$ cat config.mk
export PLATFORM = sky130hd
export DESIGN_NAME = cpu
export DESIGN_NICKNAME = d
export VERILOG_FILES = /design/src/rv_pkg.sv /design/src/cpu.sv /design/src/exe_stage.sv /design/src/id_stage.sv /design/src/if_stage.sv /design/src/regfile.sv /design/src/wb_stage.sv
export VERILOG_INCLUDE_DIRS = /design/src
export SDC_FILE = /design/constraint.sdc
export NUM_CORES = 2
export LEC_CHECK = 0
export BUFFER_PORTS_ARGS = -buffer_cell sky130_fd_sc_hd__buf_2
export CAP_MARGIN = 15
export CELL_PAD_IN_SITES_DETAIL_PLACEMENT = 2
export CELL_PAD_IN_SITES_GLOBAL_PLACEMENT = 2
export CORE_UTILIZATION = 40
export CTS_CLUSTER_DIAMETER = 30
export DETAILED_ROUTE_END_ITERATION = 8
export GPL_ROUTABILITY_DRIVEN = 0
export GPL_TIMING_DRIVEN = 0
export PLACE_DENSITY_LB_ADDON = 0.1
export SLEW_MARGIN = 20
export SYNTH_ARGS = -nofsm -noshare
export SYNTH_HDL_FRONTEND = slang
export SYNTH_SLANG_ARGS = --single-unit
$ cat constraint.sdc
create_clock -name clk -period 45.1 [get_ports clk]
set_input_delay 13.53 -clock clk [delete_from_list [all_inputs] [get_ports clk]]
set_output_delay 13.53 -clock clk [all_outputs]
set_load 0.01 [all_outputs]
$ cat src/rv_consts.svh
// reset PC is fixed at 0x8000_0000; only the RV64I subset decoded by id_stage is encoded here
`ifndef RV_CONSTS_SVH
`define RV_CONSTS_SVH

`define RV_RESET_PC   64'h0000_0000_8000_0000

// major opcodes
`define OP_IMM        7'b0010011
`define OP_REG        7'b0110011
`define OP_LUI        7'b0110111
`define OP_JAL        7'b1101111
`define OP_BRANCH     7'b1100011

// funct3 / funct7 codes
`define F3_ADD        3'b000
`define F3_SLT        3'b010
`define F3_XOR        3'b100
`define F3_OR         3'b110
`define F3_AND        3'b111
`define F3_BEQ        3'b000
`define F3_BNE        3'b001
`define F7_BASE       7'b0000000
`define F7_SUB        7'b0100000

// alu operations
`define ALU_ADD       4'd0
`define ALU_SUB       4'd1
`define ALU_AND       4'd2
`define ALU_OR        4'd3
`define ALU_XOR       4'd4
`define ALU_SLT       4'd5
`define ALU_PASS      4'd6

// branch kinds
`define BR_NONE       2'd0
`define BR_BEQ        2'd1
`define BR_BNE        2'd2
`define BR_JAL        2'd3

`endif

$ cat src/rv_pkg.sv
// types for a 64-bit core with 32-bit instructions; no compressed or wider encodings
package rv_pkg;

  // data word and program counter
  typedef logic [63:0] xlen_t;

  // raw instruction word
  typedef logic [31:0] inst_t;

  // architectural register index
  typedef logic [4:0] reg_idx_t;

  // alu operation select, see ALU_* codes
  typedef logic [3:0] alu_op_t;

  // instruction fields
  typedef logic [6:0] opcode_t;
  typedef logic [2:0] funct3_t;

  // none, beq, bne or jal, see BR_* codes
  typedef logic [1:0] br_kind_t;

  // fetch sequencing, one instruction in flight
  typedef enum logic [1:0] {
    FETCH_IDLE,
    FETCH_REQ,
    FETCH_WAIT
  } fetch_state_e;

endpackage

$ cat src/cpu.sv
// single-issue core without loads, stores or CSRs; bus size and error response are not used
module cpu import rv_pkg::*; (
  input  logic     clk,
  input  logic     arst_n_i,
  input  logic     if_ready_i,
  input  xlen_t    if_data_read_i,
  output logic     if_valid_o,
  output xlen_t    if_addr_o,
  output logic     cmt_valid_o,
  output xlen_t    cmt_pc_o,
  output inst_t    cmt_inst_o,
  output reg_idx_t cmt_rd_o,
  output logic     cmt_rd_wen_o,
  output xlen_t    cmt_rd_wdata_o
);

  // stage handshakes
  logic     fetched_req;
  logic     fetched_ack;
  logic     decoded_req;
  logic     decoded_ack;
  logic     executed_req;
  logic     executed_ack;

  // if -> id
  xlen_t    if_pc;
  inst_t    if_inst;
  // id <-> regfile
  reg_idx_t id_rs1;
  reg_idx_t id_rs2;
  xlen_t    rf_rs1_data;
  xlen_t    rf_rs2_data;
  // id -> exe
  alu_op_t  id_alu_op;
  xlen_t    id_op1;
  xlen_t    id_op2;
  xlen_t    id_br_a;
  xlen_t    id_br_b;
  br_kind_t id_br_kind;
  xlen_t    id_target;
  reg_idx_t id_rd;
  logic     id_rd_wen;
  xlen_t    id_pc;
  inst_t    id_inst;
  // exe -> wb, exe -> if
  reg_idx_t ex_rd;
  logic     ex_rd_wen;
  xlen_t    ex_rd_wdata;
  logic     ex_jump;
  xlen_t    ex_jump_addr;
  xlen_t    ex_pc;
  inst_t    ex_inst;
  // wb -> regfile, wb -> if
  logic     wb_reg_wen;
  logic     wb_commit;

  if_stage if_stage_inst (
    .clk            (clk),
    .arst_n_i       (arst_n_i),
    .if_ready_i     (if_ready_i),
    .if_data_read_i (if_data_read_i),
    .fetched_ack_i  (fetched_ack),
    .commit_i       (wb_commit),
    .jump_i         (ex_jump),
    .jump_addr_i    (ex_jump_addr),
    .if_valid_o     (if_valid_o),
    .if_addr_o      (if_addr_o),
    .fetched_req_o  (fetched_req),
    .pc_o           (if_pc),
    .inst_o         (if_inst)
  );

  id_stage id_stage_inst (
    .clk            (clk),
    .arst_n_i       (arst_n_i),
    .fetched_req_i  (fetched_req),
    .inst_i         (if_inst),
    .pc_i           (if_pc),
    .rs1_data_i     (rf_rs1_data),
    .rs2_data_i     (rf_rs2_data),
    .decoded_ack_i  (decoded_ack),
    .fetched_ack_o  (fetched_ack),
    .rs1_o          (id_rs1),
    .rs2_o          (id_rs2),
    .decoded_req_o  (decoded_req),
    .alu_op_o       (id_alu_op),
    .op1_o          (id_op1),
    .op2_o          (id_op2),
    .br_a_o         (id_br_a),
    .br_b_o         (id_br_b),
    .br_kind_o      (id_br_kind),
    .target_o       (id_target),
    .rd_o           (id_rd),
    .rd_wen_o       (id_rd_wen),
    .pc_o           (id_pc),
    .inst_o         (id_inst)
  );

  regfile regfile_inst (
    .clk            (clk),
    .arst_n_i       (arst_n_i),
    .rs1_i          (id_rs1),
    .rs2_i          (id_rs2),
    .rd_i           (cmt_rd_o),
    .rd_wen_i       (wb_reg_wen),
    .rd_data_i      (cmt_rd_wdata_o),
    .rs1_data_o     (rf_rs1_data),
    .rs2_data_o     (rf_rs2_data)
  );

  exe_stage exe_stage_inst (
    .clk            (clk),
    .arst_n_i       (arst_n_i),
    .decoded_req_i  (decoded_req),
    .alu_op_i       (id_alu_op),
    .op1_i          (id_op1),
    .op2_i          (id_op2),
    .br_a_i         (id_br_a),
    .br_b_i         (id_br_b),
    .br_kind_i      (id_br_kind),
    .target_i       (id_target),
    .rd_i           (id_rd),
    .rd_wen_i       (id_rd_wen),
    .pc_i           (id_pc),
    .inst_i         (id_inst),
    .executed_ack_i (executed_ack),
    .decoded_ack_o  (decoded_ack),
    .executed_req_o (executed_req),
    .rd_o           (ex_rd),
    .rd_wen_o       (ex_rd_wen),
    .rd_wdata_o     (ex_rd_wdata),
    .jump_o         (ex_jump),
    .jump_addr_o    (ex_jump_addr),
    .pc_o           (ex_pc),
    .inst_o         (ex_inst)
  );

  wb_stage wb_stage_inst (
    .clk            (clk),
    .arst_n_i       (arst_n_i),
    .executed_req_i (executed_req),
    .rd_i           (ex_rd),
    .rd_wen_i       (ex_rd_wen),
    .rd_wdata_i     (ex_rd_wdata),
    .pc_i           (ex_pc),
    .inst_i         (ex_inst),
    .executed_ack_o (executed_ack),
    .reg_wen_o      (wb_reg_wen),
    .commit_o       (wb_commit),
    .cmt_valid_o    (cmt_valid_o),
    .cmt_pc_o       (cmt_pc_o),
    .cmt_inst_o     (cmt_inst_o),
    .cmt_rd_o       (cmt_rd_o),
    .cmt_rd_wen_o   (cmt_rd_wen_o),
    .cmt_rd_wdata_o (cmt_rd_wdata_o)
  );

endmodule

$ cat src/exe_stage.sv
// 64-bit alu with signed slt only; jump_o is held while executed_req_o is high
`include "rv_consts.svh"

module exe_stage import rv_pkg::*; (
  input  logic     clk,
  input  logic     arst_n_i,
  input  logic     decoded_req_i,
  input  alu_op_t  alu_op_i,
  input  xlen_t    op1_i,
  input  xlen_t    op2_i,
  input  xlen_t    br_a_i,
  input  xlen_t    br_b_i,
  input  br_kind_t br_kind_i,
  input  xlen_t    target_i,
  input  reg_idx_t rd_i,
  input  logic     rd_wen_i,
  input  xlen_t    pc_i,
  input  inst_t    inst_i,
  input  logic     executed_ack_i,
  output logic     decoded_ack_o,
  output logic     executed_req_o,
  output reg_idx_t rd_o,
  output logic     rd_wen_o,
  output xlen_t    rd_wdata_o,
  output logic     jump_o,
  output xlen_t    jump_addr_o,
  output xlen_t    pc_o,
  output inst_t    inst_o
);

  xlen_t alu_res;
  logic  take;
  logic  fire;
  logic  executed_req_q;
  logic  jump_q;

  always_comb begin
    case (alu_op_i)
      `ALU_ADD:  alu_res = op1_i + op2_i;
      `ALU_SUB:  alu_res = op1_i - op2_i;
      `ALU_AND:  alu_res = op1_i & op2_i;
      `ALU_OR:   alu_res = op1_i | op2_i;
      `ALU_XOR:  alu_res = op1_i ^ op2_i;
      `ALU_SLT:  alu_res = {63'b0, $signed(op1_i) < $signed(op2_i)};
      `ALU_PASS: alu_res = op2_i;
      default:   alu_res = '0;
    endcase
  end

  always_comb begin
    case (br_kind_i)
      `BR_BEQ: take = (br_a_i == br_b_i);
      `BR_BNE: take = (br_a_i != br_b_i);
      `BR_JAL: take = 1'b1;
      default: take = 1'b0;
    endcase
  end

  assign decoded_ack_o  = decoded_req_i & ~executed_req_q;
  assign fire           = decoded_req_i & decoded_ack_o;
  assign executed_req_o = executed_req_q;
  assign jump_o         = jump_q;

  // jump decision drops together with the request
  always_ff @(posedge clk or negedge arst_n_i) begin
    if (!arst_n_i) begin
      executed_req_q <= 1'b0;
      jump_q         <= 1'b0;
    end else if (fire) begin
      executed_req_q <= 1'b1;
      jump_q         <= take;
    end else if (executed_ack_i) begin
      executed_req_q <= 1'b0;
      jump_q         <= 1'b0;
    end
  end

  always_ff @(posedge clk) begin
    if (fire) begin
      rd_o        <= rd_i;
      rd_wen_o    <= rd_wen_i;
      rd_wdata_o  <= alu_res;
      jump_addr_o <= target_i;
      pc_o        <= pc_i;
      inst_o      <= inst_i;
    end
  end

endmodule

$ cat src/id_stage.sv
// decodes the supported subset only; anything else becomes a no-op with no register write
`include "rv_consts.svh"

module id_stage import rv_pkg::*; (
  input  logic     clk,
  input  logic     arst_n_i,
  input  logic     fetched_req_i,
  input  inst_t    inst_i,
  input  xlen_t    pc_i,
  input  xlen_t    rs1_data_i,
  input  xlen_t    rs2_data_i,
  input  logic     decoded_ack_i,
  output logic     fetched_ack_o,
  output reg_idx_t rs1_o,
  output reg_idx_t rs2_o,
  output logic     decoded_req_o,
  output alu_op_t  alu_op_o,
  output xlen_t    op1_o,
  output xlen_t    op2_o,
  output xlen_t    br_a_o,
  output xlen_t    br_b_o,
  output br_kind_t br_kind_o,
  output xlen_t    target_o,
  output reg_idx_t rd_o,
  output logic     rd_wen_o,
  output xlen_t    pc_o,
  output inst_t    inst_o
);

  opcode_t  opcode;
  funct3_t  funct3;
  logic [6:0] funct7;
  xlen_t    imm_i;
  xlen_t    imm_u;
  xlen_t    imm_j;
  xlen_t    imm_b;
  alu_op_t  d_alu_op;
  xlen_t    d_op2;
  br_kind_t d_br_kind;
  xlen_t    d_target;
  logic     d_rd_wen;
  logic     fire;
  logic     decoded_req_q;

  assign opcode = inst_i[6:0];
  assign funct3 = inst_i[14:12];
  assign funct7 = inst_i[31:25];
  assign rs1_o  = inst_i[19:15];
  assign rs2_o  = inst_i[24:20];

  // sign-extended immediates
  assign imm_i = {{52{inst_i[31]}}, inst_i[31:20]};
  assign imm_u = {{32{inst_i[31]}}, inst_i[31:12], 12'b0};
  assign imm_j = {{43{inst_i[31]}}, inst_i[31], inst_i[19:12], inst_i[20], inst_i[30:21], 1'b0};
  assign imm_b = {{51{inst_i[31]}}, inst_i[31], inst_i[7], inst_i[30:25], inst_i[11:8], 1'b0};

  always_comb begin
    d_alu_op  = `ALU_ADD;
    d_op2     = imm_i;
    d_br_kind = `BR_NONE;
    d_target  = pc_i + imm_b;
    d_rd_wen  = 1'b0;
    case (opcode)
      `OP_IMM: begin
        d_rd_wen = 1'b1;
        case (funct3)
          `F3_ADD: d_alu_op = `ALU_ADD;
          `F3_SLT: d_alu_op = `ALU_SLT;
          `F3_XOR: d_alu_op = `ALU_XOR;
          `F3_OR:  d_alu_op = `ALU_OR;
          `F3_AND: d_alu_op = `ALU_AND;
          default: d_rd_wen = 1'b0;
        endcase
      end
      `OP_REG: begin
        d_op2    = rs2_data_i;
        d_rd_wen = (funct7 == `F7_BASE) || (funct7 == `F7_SUB && funct3 == `F3_ADD);
        case (funct3)
          `F3_ADD: d_alu_op = (funct7 == `F7_SUB) ? `ALU_SUB : `ALU_ADD;
          `F3_SLT: d_alu_op = `ALU_SLT;
          `F3_XOR: d_alu_op = `ALU_XOR;
          `F3_OR:  d_alu_op = `ALU_OR;
          `F3_AND: d_alu_op = `ALU_AND;
          default: d_rd_wen = 1'b0;
        endcase
      end
      `OP_LUI: begin
        d_alu_op = `ALU_PASS;
        d_op2    = imm_u;
        d_rd_wen = 1'b1;
      end
      `OP_JAL: begin
        // link value rides through the alu
        d_alu_op  = `ALU_PASS;
        d_op2     = pc_i + 64'd4;
        d_br_kind = `BR_JAL;
        d_target  = pc_i + imm_j;
        d_rd_wen  = 1'b1;
      end
      `OP_BRANCH: begin
        if (funct3 == `F3_BEQ) begin
          d_br_kind = `BR_BEQ;
        end else if (funct3 == `F3_BNE) begin
          d_br_kind = `BR_BNE;
        end
      end
      default: d_rd_wen = 1'b0;
    endcase
  end

  assign fetched_ack_o = fetched_req_i & ~decoded_req_q;
  assign fire          = fetched_req_i & fetched_ack_o;
  assign decoded_req_o = decoded_req_q;

  always_ff @(posedge clk or negedge arst_n_i) begin
    if (!arst_n_i) begin
      decoded_req_q <= 1'b0;
    end else if (fire) begin
      decoded_req_q <= 1'b1;
    end else if (decoded_ack_i) begin
      decoded_req_q <= 1'b0;
    end
  end

  always_ff @(posedge clk) begin
    if (fire) begin
      alu_op_o  <= d_alu_op;
      op1_o     <= rs1_data_i;
      op2_o     <= d_op2;
      br_a_o    <= rs1_data_i;
      br_b_o    <= rs2_data_i;
      br_kind_o <= d_br_kind;
      target_o  <= d_target;
      rd_o      <= inst_i[11:7];
      rd_wen_o  <= d_rd_wen;
      pc_o      <= pc_i;
      inst_o    <= inst_i;
    end
  end

endmodule

$ cat src/if_stage.sv
// fetches one instruction at a time and waits for its commit; 4-byte aligned PC assumed
`include "rv_consts.svh"

module if_stage import rv_pkg::*; (
  input  logic   clk,
  input  logic   arst_n_i,
  input  logic   if_ready_i,
  input  xlen_t  if_data_read_i,
  input  logic   fetched_ack_i,
  input  logic   commit_i,
  input  logic   jump_i,
  input  xlen_t  jump_addr_i,
  output logic   if_valid_o,
  output xlen_t  if_addr_o,
  output logic   fetched_req_o,
  output xlen_t  pc_o,
  output inst_t  inst_o
);

  fetch_state_e state_q;
  xlen_t        pc_q;
  xlen_t        jmp_addr_q;
  logic         jmp_pend_q;
  logic         fetched_req_q;
  inst_t        inst_q;
  logic         accept;

  assign if_valid_o    = (state_q == FETCH_REQ);
  assign if_addr_o     = pc_q;
  assign accept        = if_valid_o & if_ready_i;
  assign fetched_req_o = fetched_req_q;
  assign pc_o          = pc_q;
  assign inst_o        = inst_q;

  always_ff @(posedge clk or negedge arst_n_i) begin
    if (!arst_n_i) begin
      state_q       <= FETCH_IDLE;
      pc_q          <= `RV_RESET_PC;
      jmp_pend_q    <= 1'b0;
      fetched_req_q <= 1'b0;
    end else begin
      case (state_q)
        FETCH_IDLE: state_q <= FETCH_REQ;
        FETCH_REQ: begin
          if (accept) begin
            state_q       <= FETCH_WAIT;
            fetched_req_q <= 1'b1;
          end
        end
        FETCH_WAIT: begin
          if (commit_i) begin
            state_q    <= FETCH_REQ;
            pc_q       <= jmp_pend_q ? jmp_addr_q : pc_q + 64'd4;
            jmp_pend_q <= 1'b0;
          end
        end
        default: state_q <= FETCH_IDLE;
      endcase
      if (fetched_req_q && fetched_ack_i) begin
        fetched_req_q <= 1'b0;
      end
      // redirect arrives a cycle before the commit pulse
      if (jump_i) begin
        jmp_pend_q <= 1'b1;
      end
    end
  end

  always_ff @(posedge clk) begin
    // pick the half of the beat that holds the word
    if (accept) begin
      inst_q <= pc_q[2] ? if_data_read_i[63:32] : if_data_read_i[31:0];
    end
    if (jump_i) begin
      jmp_addr_q <= jump_addr_i;
    end
  end

endmodule

$ cat src/regfile.sv
// 32 x 64-bit registers with combinational reads; x0 reads zero and ignores writes
module regfile import rv_pkg::*; (
  input  logic     clk,
  input  logic     arst_n_i,
  input  reg_idx_t rs1_i,
  input  reg_idx_t rs2_i,
  input  reg_idx_t rd_i,
  input  logic     rd_wen_i,
  input  xlen_t    rd_data_i,
  output xlen_t    rs1_data_o,
  output xlen_t    rs2_data_o
);

  xlen_t regs [32];

  always_ff @(posedge clk or negedge arst_n_i) begin
    if (!arst_n_i) begin
      for (int i = 0; i < 32; i++) begin
        regs[i] <= '0;
      end
    end else if (rd_wen_i && (rd_i != 5'd0)) begin
      regs[rd_i] <= rd_data_i;
    end
  end

  // regs[0] stays at its reset value
  assign rs1_data_o = regs[rs1_i];
  assign rs2_data_o = regs[rs2_i];

endmodule

$ cat src/wb_stage.sv
// commit strobe lasts one cycle with no back-pressure; cmt_rd_wen_o is low for writes to x0
module wb_stage import rv_pkg::*; (
  input  logic     clk,
  input  logic     arst_n_i,
  input  logic     executed_req_i,
  input  reg_idx_t rd_i,
  input  logic     rd_wen_i,
  input  xlen_t    rd_wdata_i,
  input  xlen_t    pc_i,
  input  inst_t    inst_i,
  output logic     executed_ack_o,
  output logic     reg_wen_o,
  output logic     commit_o,
  output logic     cmt_valid_o,
  output xlen_t    cmt_pc_o,
  output inst_t    cmt_inst_o,
  output reg_idx_t cmt_rd_o,
  output logic     cmt_rd_wen_o,
  output xlen_t    cmt_rd_wdata_o
);

  logic cmt_valid_q;

  assign executed_ack_o = executed_req_i & ~cmt_valid_q;
  assign cmt_valid_o    = cmt_valid_q;
  // regfile write and fetch release share the strobe cycle
  assign commit_o       = cmt_valid_q;
  assign reg_wen_o      = cmt_valid_q & cmt_rd_wen_o;

  always_ff @(posedge clk or negedge arst_n_i) begin
    if (!arst_n_i) begin
      cmt_valid_q <= 1'b0;
    end else begin
      cmt_valid_q <= executed_req_i & executed_ack_o;
    end
  end

  always_ff @(posedge clk) begin
    if (executed_req_i && executed_ack_o) begin
      cmt_pc_o       <= pc_i;
      cmt_inst_o     <= inst_i;
      cmt_rd_o       <= rd_i;
      cmt_rd_wen_o   <= rd_wen_i && (rd_i != 5'd0);
      cmt_rd_wdata_o <= rd_wdata_i;
    end
  end

endmodule
==> impl_metrics.tcl <==
set metrics [dict create \
    required_ns 46.20 \
    grt_pass1_vias 121000 \
    worstMarginPinSlew_ns 1.36 \
    yosys.area_share.adder_pct 2.12 \
    post_cts_resized 0 \
    synth_xor_area_share_pct 1.28 \
    die_w_microns 622 \
    syn_area_sq_um 154000 \
    die-area_sq_um 386000 \
    grt_max_degree 141 \
    routed_wl_microns 723000 \
    cts_root_buf "clkbuf_16" \
    syn_nets 10600 \
    synth_top_family_by_area "multiplexers" \
    post-dp-hpwl_microns 514000 \
    maxCapViolCount 0 \
    io_buffer_count 298 \
    top_level_ports 299 \
    async_flop_share_pct 71.7 \
    grt_pass1_wl_microns 1000000 \
    htreeDepth 6 \
    finalCritPeriodShare_pct 36.9 \
    fin_ws_ns 28.44 \
    synthCells 10200 \
    fmax_mhz 60.0 \
    hold_viol 0 \
    status "finished, final reports clean" \
    synth_compound_area_share_pct 4.83 \
    dr.pass1.iters 8 \
    dpl_worst_slack_ns 27.30 \
    num_rows 227 \
    fin_setup_tns_ns 0 \
    synth_edf_count 838 \
    stdcell_area_sq_um 192000 \
    cts_tree "done" \
    drtAntennaViolNets 0 \
    post_drt_wl_per_cell_microns 42.2 \
    rsz0062_at_grt "no" \
    viasPerCell 6.51 \
    cp_max_fo 140 \
    clkSinkCount 2958 \
    coreArea_sq_um 382000 \
    clock_path_buffers 4 \
    drive_gt1_share_pct 45.8 \
    grt-ovfl-total 0 \
    initial_utilization_pct 40.2 \
    crit_type "primary input to asynchronous set/reset pin" \
    clk_pin_slew_ns 0.04 \
    synthSimpleGateAreaFrac_pct 2.99 \
    synthFlopType "dfrtp_1" \
    crit_path_start_kind "primary input" \
    die_h_microns 622 \
    cellPowerDensity_nw_per_um2 73.8 \
    max-slew-margin-rel_pct 8.87 \
    ctsHoldBuffers 0 \
    critical_path_arrival_ns 17.76 \
    stdcell_count 17100 \
    drtIter0Drc 11000 \
    grt_usage_pct 37.1 \
    cts_setup_buffers 0 \
    dpl.cell_count 15700 \
    cts_buffers 736 \
    drv_slew 0 \
    synthToLayoutAreaGrowth_pct 24.8 \
    nets 11800 \
    total_power_uw 14100 \
    leakagePower_uw 0.0828 \
    antenna_found_initial 70 \
    insertion_delay_ns 1.11 \
    synthMuxAreaShare_pct 34.9 \
    avgSynthCellArea_sq_um 15.0 \
    synth_warnings 0 \
    vias 111000 \
    synth_seq_cells 2958 \
    fin_skew_ns 0.0824 \
    placed_area_sq_um 166000 \
    irDropWorstVdd_mv 0.0428 \
    setup-violations-final 0 \
    period_needed_ns 16.66 \
    drc 0 \
    cp-end-kind "asynchronous set/reset pin" \
    ys_types 96 \
    nFillCells 34800 \
    yosysSeqAreaShare_pct 50.9 \
    hp-class "flip-flop to flip-flop" \
]
==> logic make-up (layout without fill, tap and decap cells) <==
logic type      Yosys count  after routing
fa+ha+maj               258            258
other cells               0             27
xor+xnor                224            224
buf+inv                1191           3014
flops                  2958           2958
simple gates            967            967
mux                    3487           3487
compound gates         1155           1155
==> Yosys cell counts, drive strengths merged (84+ instances only) <==
| cell type | instances | area, sq um |
|---|---|---|
| nor2 | 229 | 860 |
| a21o | 84 | 631 |
| nand2 | 331 | 1240 |
| edfxtp | 838 | 25200 |
| o21ai | 252 | 1260 |
| a21oi | 328 | 1640 |
| mux2 | 2153 | 24200 |
| ha | 255 | 3190 |
| inv | 219 | 822 |
| mux4 | 1280 | 28800 |
| xnor2 | 119 | 1040 |
| clkbuf | 766 | 2880 |
| xor2 | 105 | 920 |
| dfrtp | 2119 | 53000 |
| buf | 204 | 820 |
==> area by class of cell <==
cell class,count,area [sq um],area share [%]
sequential,2958,78200,40.8
multi-input combinational,6091,71100,37.1
clock buffer,978,20500,10.7
tap,5038,6300,3.29
clock inverter,389,5400,2.82
timing repair buffer,456,5020,2.62
buffer,970,4080,2.13
inverter,221,830,0.433
antenna,27,67.6,0.0353
==> path summary, 6_finish.rpt <==
| path | from | endpoint | slack, ns | cells past startpoint |
|---|---|---|---|---|
| setup / recovery | arst_n_i | regfile_inst.regs[2035]$_DFFE_PN0P_ | 28.44 | 7 |
| hold / removal | exe_stage_inst.jump_addr_o[45]$_DFFE_PP_ | if_stage_inst.jmp_addr_q[45]$_DFFE_PP_ | 0.40 | 0 |
| setup reg to reg | if_stage_inst.inst_o[17]$_DFFE_PP_ | id_stage_inst.target_o[60]$_DFFE_PP_ | 37.39 | 20 |
| hold reg to reg | exe_stage_inst.jump_addr_o[45]$_DFFE_PP_ | if_stage_inst.jmp_addr_q[45]$_DFFE_PP_ | 0.40 | 0 |
| max in group clk | wb_stage_inst.cmt_rd_wdata_o[32]$_DFFE_PP_ | cmt_rd_wdata_o[32] | 29.24 | 1 |
| min in group asynchronous | arst_n_i | regfile_inst.regs[1546]$_DFFE_PN0P_ | 12.36 | 1 |
==> per-layer routing <==
| layer | wire length, microns | vias to the layer above | global-route usage (%) | part of all wire (%) |
|---|---|---|---|---|
| li1 | - | 42300 | - | - |
| met1 | 283000 | 61500 | 47.6 | 39 |
| met2 | 333000 | 5816 | 58.0 | 46 |
| met3 | 59500 | 1819 | 8.64 | 8.2 |
| met4 | 47100 | 30 | 20.9 | 6.5 |
| met5 | 198 | - | 0 | 0.027 |
==> report_power, final <==
group	internal, uW	switching (uW)
sequential	3630	694
clock	3810	1770
combinational	1670	2570
total	9110	5030
==> sequential cells by signal, summed over array words and instances, names as in the netlist, 2 cells and up <==
register and count:
exe_stage_inst.inst_o 32, if_stage_inst.state_q 2, if_stage_inst.if_addr_o 64, exe_stage_inst.jump_addr_o 63, exe_stage_inst.rd_wdata_o 64, wb_stage_inst.cmt_rd_o 4
wb_stage_inst.cmt_inst_o 28, id_stage_inst.br_b_o 64, id_stage_inst.target_o 63, regfile_inst.regs 2048, wb_stage_inst.cmt_pc_o 64, id_stage_inst.br_kind_o 2
wb_stage_inst.cmt_rd_wdata_o 64, id_stage_inst.op1_o 64, if_stage_inst.jmp_addr_q 64, id_stage_inst.pc_o 64, id_stage_inst.op2_o 64, exe_stage_inst.pc_o 64
id_stage_inst.alu_op_o 3, id_stage_inst.inst_o 32, if_stage_inst.inst_o 32
==> through the flow <==
step | hold slack (ns) | utilization [%]
detailed placement | 0.405 | 43.3
floorplan | 0.400 | -
global route | 0.403 | 50.1
CTS | 0.398 | 50.1
global placement | 0.401 | 42.2
finish | 0.402 | 50.1
==> critical path, cell delays in order <==
cell and delay [ns]:
buf_12 0.32, buf_16 0.52, buf_16 0.40, buf_16 0.43, buf_16 0.46, buf_16 0.52, buf_16 0.59
==> placed cells by master (no fill, tap or decap), types with 111 or more instances in the layout <==
master | Yosys | routed
mux2_2 | 2153 | 2153
dfrtp_1 | 2119 | 2118
mux4_2 | 1280 | 1280
edfxtp_1 | 838 | 838
clkbuf_16 | 0 | 746
clkbuf_1 | 766 | 685
buf_2 | 19 | 402
a21oi_1 | 328 | 328
nand2_1 | 330 | 322
ha_1 | 255 | 255
clkbuf_2 | 0 | 219
o21ai_0 | 215 | 213
inv_1 | 211 | 211
nor2_1 | 229 | 206
clkinv_2 | 0 | 129
xnor2_1 | 119 | 114
bufinv_16 | 0 | 111
Power figures use the tool's default switching activity.
